==> src/hw/sort_pkg.sv <==
package sort_pkg;

    // width of one ranked value
    localparam int DATA_W = 16;

    // element count used when the top level is not overridden
    localparam int NUM_PE_DEFAULT = 4;

    typedef logic [DATA_W-1:0] data_t;

    // lo holds the smaller value once an element has been sorted
    typedef struct packed {
        data_t hi;
        data_t lo;
    } pair_t;

    // per element strobes from the controller
    typedef struct packed {
        logic receive_right;
        logic sort_en;
        logic send_right;
        logic receive_left;
    } pe_ctrl_t;

    typedef enum logic [2:0] {
        IDLE,
        RECV,
        SORT,
        XFER,
        DONE
    } ctrl_state_t;

endpackage

==> src/hw/sort4.sv <==
module sort4 (
    input  logic            clk,
    input  logic            rst,
    input  logic            sort_en,
    input  sort_pkg::data_t in1,
    input  sort_pkg::data_t in2,
    input  sort_pkg::data_t in3,
    input  sort_pkg::data_t in4,
    output sort_pkg::data_t out_small1,
    output sort_pkg::data_t out_small2,
    output sort_pkg::data_t out_large1,
    output sort_pkg::data_t out_large2,
    output logic            sort_finish
);

    sort_pkg::data_t min_all;
    sort_pkg::data_t mid_lo;
    sort_pkg::data_t mid_hi;
    sort_pkg::data_t max_all;

    // five comparators in three layers
    always_comb begin
        sort_pkg::data_t lo_a;
        sort_pkg::data_t hi_a;
        sort_pkg::data_t lo_b;
        sort_pkg::data_t hi_b;
        sort_pkg::data_t cross_lo;
        sort_pkg::data_t cross_hi;

        // first layer orders each input pair
        lo_a = (in1 < in2) ? in1 : in2;
        hi_a = (in1 < in2) ? in2 : in1;
        lo_b = (in3 < in4) ? in3 : in4;
        hi_b = (in3 < in4) ? in4 : in3;

        // second layer finds the extremes
        min_all  = (lo_a < lo_b) ? lo_a : lo_b;
        cross_lo = (lo_a < lo_b) ? lo_b : lo_a;
        cross_hi = (hi_a < hi_b) ? hi_a : hi_b;
        max_all  = (hi_a < hi_b) ? hi_b : hi_a;

        // last layer settles the middle two
        mid_lo = (cross_lo < cross_hi) ? cross_lo : cross_hi;
        mid_hi = (cross_lo < cross_hi) ? cross_hi : cross_lo;
    end

    always_ff @(posedge clk) begin
        if (sort_en) begin
            out_small1 <= min_all;
            out_small2 <= mid_lo;
            out_large1 <= mid_hi;
            out_large2 <= max_all;
        end
    end

    // results are ready the cycle after sort_en
    always_ff @(posedge clk) begin
        if (rst) begin
            sort_finish <= 1'b0;
        end else begin
            sort_finish <= sort_en;
        end
    end

endmodule

==> src/hw/sort_array_top.sv <==
module sort_array_top #(
    // must be even and at least 2
    parameter int NUM_PE = sort_pkg::NUM_PE_DEFAULT
) (
    input  logic            clk,
    input  logic            rst,
    input  logic            load,
    input  sort_pkg::pair_t load_pair,
    input  logic            start,
    output logic            busy,
    output logic            done,
    output sort_pkg::pair_t sorted [NUM_PE]
);

    localparam int CNT_W = $clog2(NUM_PE);

    sort_pkg::pe_ctrl_t pe_ctrl [NUM_PE];
    logic [NUM_PE-1:0]  pe_write;

    logic [CNT_W-1:0]   slot;
    logic [CNT_W-1:0]   round;
    logic               round_last;
    logic               slot_inc;
    logic               round_clear;
    logic               round_inc;

    // links between neighbours
    sort_pkg::pair_t    to_right [NUM_PE];
    sort_pkg::pair_t    from_left [NUM_PE];
    sort_pkg::pair_t    from_right [NUM_PE];

    sort_ctrl #(
        .NUM_PE (NUM_PE)
    ) u_ctrl (
        .clk         (clk),
        .rst         (rst),
        .load        (load),
        .start       (start),
        .slot        (slot),
        .round_lsb   (round[0]),
        .round_last  (round_last),
        .pe_ctrl     (pe_ctrl),
        .pe_write    (pe_write),
        .slot_inc    (slot_inc),
        .round_clear (round_clear),
        .round_inc   (round_inc),
        .busy        (busy),
        .done        (done)
    );

    // loaded pairs, restarts at slot 0 after each start
    sort_counter #(
        .LIMIT (NUM_PE)
    ) u_slot_cnt (
        .clk   (clk),
        .rst   (rst),
        .clear (round_clear),
        .inc   (slot_inc),
        .count (slot),
        .last  ()
    );

    sort_counter #(
        .LIMIT (NUM_PE)
    ) u_round_cnt (
        .clk   (clk),
        .rst   (rst),
        .clear (round_clear),
        .inc   (round_inc),
        .count (round),
        .last  (round_last)
    );

    for (genvar i = 0; i < NUM_PE; i++) begin : g_pe
        if (i == 0) begin : g_left_end
            assign from_left[i] = '0;
        end else begin : g_left_link
            assign from_left[i] = to_right[i-1];
        end

        if (i == NUM_PE - 1) begin : g_right_end
            assign from_right[i] = '0;
        end else begin : g_right_link
            assign from_right[i] = sorted[i+1];
        end

        sort_pe u_pe (
            .clk        (clk),
            .rst        (rst),
            .write      (pe_write[i]),
            .write_pair (load_pair),
            .ctrl       (pe_ctrl[i]),
            .in_right   (from_right[i]),
            .in_left    (from_left[i]),
            .out_left   (sorted[i]),
            .out_right  (to_right[i])
        );
    end

endmodule

==> src/hw/sort_counter.sv <==
module sort_counter #(
    parameter int LIMIT = 4
) (
    input  logic                     clk,
    input  logic                     rst,
    input  logic                     clear,
    input  logic                     inc,
    output logic [$clog2(LIMIT)-1:0] count,
    output logic                     last
);

    localparam int W = $clog2(LIMIT);
    localparam logic [W-1:0] TOP = W'(LIMIT - 1);

    assign last = (count == TOP);

    always_ff @(posedge clk) begin
        if (rst) begin
            count <= '0;
        end else if (clear) begin
            count <= '0;
        end else if (inc) begin
            // wrap after the top value
            if (last) begin
                count <= '0;
            end else begin
                count <= count + 1'b1;
            end
        end
    end

endmodule

==> src/hw/sort_ctrl.sv <==
module sort_ctrl #(
    parameter int NUM_PE = sort_pkg::NUM_PE_DEFAULT
) (
    input  logic                      clk,
    input  logic                      rst,
    input  logic                      load,
    input  logic                      start,
    input  logic [$clog2(NUM_PE)-1:0] slot,
    input  logic                      round_lsb,
    input  logic                      round_last,
    output sort_pkg::pe_ctrl_t        pe_ctrl [NUM_PE],
    output logic [NUM_PE-1:0]         pe_write,
    output logic                      slot_inc,
    output logic                      round_clear,
    output logic                      round_inc,
    output logic                      busy,
    output logic                      done
);

    localparam int CNT_W = $clog2(NUM_PE);

    sort_pkg::ctrl_state_t state;
    sort_pkg::ctrl_state_t state_next;

    logic              odd_round;
    logic              write_ok;
    logic [NUM_PE-1:0] left_act;
    logic [NUM_PE-1:0] right_act;

    always_ff @(posedge clk) begin
        if (rst) begin
            state <= sort_pkg::IDLE;
        end else begin
            state <= state_next;
        end
    end

    always_comb begin
        state_next = state;
        case (state)
            sort_pkg::IDLE: begin
                if (start) begin
                    state_next = sort_pkg::RECV;
                end
            end
            sort_pkg::RECV: state_next = sort_pkg::SORT;
            sort_pkg::SORT: state_next = sort_pkg::XFER;
            sort_pkg::XFER: begin
                if (round_last) begin
                    state_next = sort_pkg::DONE;
                end else begin
                    state_next = sort_pkg::RECV;
                end
            end
            sort_pkg::DONE: state_next = sort_pkg::IDLE;
            default: state_next = sort_pkg::IDLE;
        endcase
    end

    assign busy = (state == sort_pkg::RECV) || (state == sort_pkg::SORT) ||
                  (state == sort_pkg::XFER);
    assign done = (state == sort_pkg::DONE);

    // counter strobes
    assign round_clear = (state == sort_pkg::IDLE) && start;
    assign round_inc   = (state == sort_pkg::XFER);
    assign write_ok    = load && !busy;
    assign slot_inc    = write_ok;

    // round 0 is an odd round, so odd elements lead first
    assign odd_round = ~round_lsb;

    always_comb begin
        for (int i = 0; i < NUM_PE; i++) begin
            left_act[i] = ((i % 2 == 1) ? odd_round : ~odd_round) && (i < NUM_PE - 1);
            if (i == 0) begin
                right_act[i] = 1'b0;
            end else begin
                right_act[i] = left_act[i-1];
            end
        end
    end

    always_comb begin
        for (int i = 0; i < NUM_PE; i++) begin
            pe_write[i] = write_ok && (slot == CNT_W'(i));
            pe_ctrl[i].receive_right = left_act[i] && (state == sort_pkg::RECV);
            pe_ctrl[i].sort_en       = left_act[i] && (state == sort_pkg::SORT);
            pe_ctrl[i].send_right    = left_act[i] && (state == sort_pkg::XFER);
            pe_ctrl[i].receive_left  = right_act[i] && (state == sort_pkg::XFER);
        end
    end

endmodule

==> src/hw/sort_pe.sv <==
module sort_pe (
    input  logic               clk,
    input  logic               rst,
    input  logic               write,
    input  sort_pkg::pair_t    write_pair,
    input  sort_pkg::pe_ctrl_t ctrl,
    input  sort_pkg::pair_t    in_right,
    input  sort_pkg::pair_t    in_left,
    output sort_pkg::pair_t    out_left,
    output sort_pkg::pair_t    out_right
);

    sort_pkg::pair_t stored;
    sort_pkg::pair_t right_copy;

    sort_pkg::data_t small1;
    sort_pkg::data_t small2;
    sort_pkg::data_t large1;
    sort_pkg::data_t large2;
    logic            sort_finish;

    // own pair, write from the load port wins over everything
    always_ff @(posedge clk) begin
        if (rst) begin
            stored <= '0;
        end else if (write) begin
            stored <= write_pair;
        end else if (ctrl.receive_left) begin
            stored <= in_left;
        end else if (sort_finish) begin
            stored.lo <= small1;
            stored.hi <= small2;
        end
    end

    // neighbour copy only lives for the sort cycle
    always_ff @(posedge clk) begin
        if (rst) begin
            right_copy <= '0;
        end else if (ctrl.receive_right) begin
            right_copy <= in_right;
        end else begin
            right_copy <= '0;
        end
    end

    sort4 u_sort4 (
        .clk         (clk),
        .rst         (rst),
        .sort_en     (ctrl.sort_en),
        .in1         (stored.lo),
        .in2         (stored.hi),
        .in3         (right_copy.lo),
        .in4         (right_copy.hi),
        .out_small1  (small1),
        .out_small2  (small2),
        .out_large1  (large1),
        .out_large2  (large2),
        .sort_finish (sort_finish)
    );

    assign out_left = stored;

    // larges go back to the right neighbour, idle link reads zero
    always_comb begin
        if (ctrl.send_right) begin
            out_right.lo = large1;
            out_right.hi = large2;
        end else begin
            out_right = '0;
        end
    end

endmodule

==> config.mk <==
export PLATFORM = sky130hd
export DESIGN_NAME = sort_array_top
export DESIGN_NICKNAME = d
export VERILOG_FILES = /design/src/hw/sort_pkg.sv /design/src/hw/sort4.sv /design/src/hw/sort_array_top.sv /design/src/hw/sort_counter.sv /design/src/hw/sort_ctrl.sv /design/src/hw/sort_pe.sv
export SDC_FILE = /design/constraint.sdc
export NUM_CORES = 1
export LEC_CHECK = 0
export BUFFER_PORTS_ARGS = -buffer_cell sky130_fd_sc_hd__clkbuf_2
export CORE_UTILIZATION = 45
export DETAILED_ROUTE_END_ITERATION = 8
export SYNTH_ARGS = -nofsm -noshare
export SYNTH_HDL_FRONTEND = slang
export SYNTH_HIERARCHICAL = 1
export SYNTH_SLANG_ARGS = --single-unit
==> constraint.sdc <==
create_clock -name clk -period 11.97 [get_ports clk]
set_clock_uncertainty 0.05 [all_clocks]
set_input_delay 1.7955 -clock clk [delete_from_list [all_inputs] [get_ports clk]]
set_output_delay 1.7955 -clock clk [all_outputs]
set_load 0.03 [all_outputs]
==> impl_metrics.json <==
{
  "status": "complete, but fails checks",
  "failed_checks": "max-slew violations",
  "timing.final.crit_share_pct": 75.8,
  "drt-total-wl_mm": 118,
  "cts.sinks": 491,
  "pwr-share-seq_pct": 22.3,
  "worstRegToRegCells": 28,
  "root_buffer": "clkbuf_16",
  "post_drt_wl_per_cell_um": 25.5,
  "r2r_setup_slack_ps": 2890,
  "antenna_left": 0,
  "hp-start": "g_pe[2].u_pe/out_left[31]",
  "sw_frac_of_total_pct": 44.7,
  "totalPowerFinal_mw": 10.9,
  "regToRegStartpoint": "g_pe[2].u_pe/out_left[21]",
  "placedCellCount": 4484,
  "drv_slew": 33,
  "worst_pin_slew_ps": 1620,
  "fp.dieW_um": 277,
  "initialDrtViolationCount": 2306,
  "hold_violations": 0,
  "placed_area_um2": 35300,
  "cts_resized": 0,
  "place_congestion": 0.963,
  "timing.final.ws_setup_ps": 2890,
  "fin_cells": 4613,
  "cp.required_ps": 12290,
  "internal-power_mw": 6.05,
  "fmax_ghz": 0.110,
  "tritoncts": "done",
  "rows": 100,
  "cp-start-kind": "register",
  "cts_buffers": 58,
  "leakage_nw": 16.7,
  "dpl.hpwl_mm": 89.3,
  "worstPathArrival_ps": 9390,
  "rsz0062_at_grt": "false",
  "grt_pass1_wl_mm": 171,
  "core_area_um2": 74600,
  "layout.nets": 3905,
  "chipHeight_um": 277,
  "drc_errors": 0,
  "final_common_cell": "a21oi_1",
  "vdd_ir_drop_max_uv": 410,
  "syn_area_um2": 34000,
  "combPwrFrac_pct": 60.3,
  "grt_pass1_vias": 26100,
  "syn_avg_cell_area_um2": 9.85,
  "antenna_found_initial": 22,
  "cts_max_level": 2,
  "final_cell_mix": "322 x a21oi_1, 302 x inv_1, 294 x ha_1",
  "final_util_pct": 50.2,
  "detail_route.first_pass.iterations": 5,
  "crit_path_max_incr_delay_ps": 700,
  "whs_path_depth": 1,
  "crit_fanout": 30,
  "synth_cells": 3446,
  "p_clk_share_pct": 17.4,
  "setup_tns_ps": 0,
  "track_usage_pct": 30.1,
  "grt_start_max_net_pins": 102,
  "worstSetupEndpointType": "register",
  "min_to": "g_pe[1].u_pe/right_copy[31]",
  "timing.rr.end": "g_pe[2].u_pe/u_sort4/out_small2[2]",
  "io_pins": 166,
  "cts_setup_buffers": 0,
  "fin_hold_ws_ps": 479,
  "die-area_um2": 76500,
  "overflow": 0,
  "via_count": 26900,
  "initial_utilization_pct": 45.5,
  "post-route-min-period_ps": 9080,
  "vias_per_cell": 5.83,
  "cap_violations": 0,
  "syn2layout_area_growth_pct": 10.2,
  "io_buffers": 165,
  "stdcell_area_um2": 37400,
  "finalSetupViolCount": 0,
  "p_sw_mw": 4.89,
  "hold_path_class": "register to register",
  "cellPowerDensity_nw_per_um2": 292,
  "crit_path_top_delay_cell": "nand3_2",
  "worst_skew_pair.late_latency_ps": 650,
  "ctsHoldBuffers": 0,
  "yosysWarnings": 6,
  "clockBufferDepth": 3,
  "critical_path_class": "register to register",
  "relSlewSlack_pct": -8.38,
  "clkTransAtPathRegs_ps": 60,
  "dp_slack_ps": 3060,
  "drive_gt1_share_pct": 11.8
}
[area by class of cell]
type / count / area, um2
Antenna cell: 20 / 50.0
Clock buffer: 83 / 1750
Clock inverter: 26 / 294
Fill cell: 7067 / 37200
Inverter: 302 / 1130
Multi-Input combinational cell: 2517 / 19800
Sequential cell: 491 / 12100
Tap cell: 969 / 1210
Timing Repair Buffer: 205 / 1130
[worst max path at each step]
stage                                           start                             endpoint  slack, ps
final                       g_pe[2].u_pe/out_left[21]   g_pe[2].u_pe/u_sort4/out_small2[2]       2890
after global placement    g_pe[1].u_pe/right_copy[31]  g_pe[1].u_pe/u_sort4/out_large1[14]       2990
after detailed placement  g_pe[1].u_pe/right_copy[31]  g_pe[1].u_pe/u_sort4/out_large1[14]       3060
after floorplan                       u_ctrl/state[1]   g_pe[0].u_pe/u_sort4/out_large1[0]       3040
after global routing      g_pe[2].u_pe/right_copy[30]   g_pe[2].u_pe/u_sort4/out_small2[2]       2390
after CTS                 g_pe[1].u_pe/right_copy[31]   g_pe[1].u_pe/u_sort4/out_small2[1]       2980
[critical path, delay by kind of cell, from the launching register on]
kind,cells,cell delay (ps)
buffers and inverters,5,1230
adders and majority gates,3,930
muxes,2,780
AOI/OAI and AO/OA,14,3770
and+or+nand+nor,4,1510
DFF,1,530
[power by group through the flow]
stage | sequential (mW) | combinational (mW) | clock (mW)
floorplan | 2.45 | 5.33 | 0
global placement | 2.47 | 6.46 | 0
detailed placement | 2.47 | 6.48 | 0
CTS | 2.44 | 6.52 | 1.92
global route | 2.45 | 7.14 | 1.99
finish | 2.44 | 6.59 | 1.91
[layer usage]
metal  GRT usage, %  vias up  wire (um)
met4           16.4        4       6240
li1               -    12800          -
met5              0        -         31
met2           51.1      876      56500
met1           37.0    13000      48200
met3           3.79      233       6660
[flip-flops by register name, indices dropped and copies added (netlist names)]
signal	flops
g_pe.u_pe/out_left	128
g_pe.u_pe/right_copy	128
g_pe.u_pe/u_sort4/out_small1	64
g_pe.u_pe/u_sort4/out_small2	64
g_pe.u_pe/u_sort4/out_large1	48
g_pe.u_pe/u_sort4/out_large2	48
g_pe.u_pe/u_sort4/sort_finish	4
u_ctrl/state	3
u_round_cnt/count	2
u_slot_cnt/count	2
(Power assumes the default switching activity.)
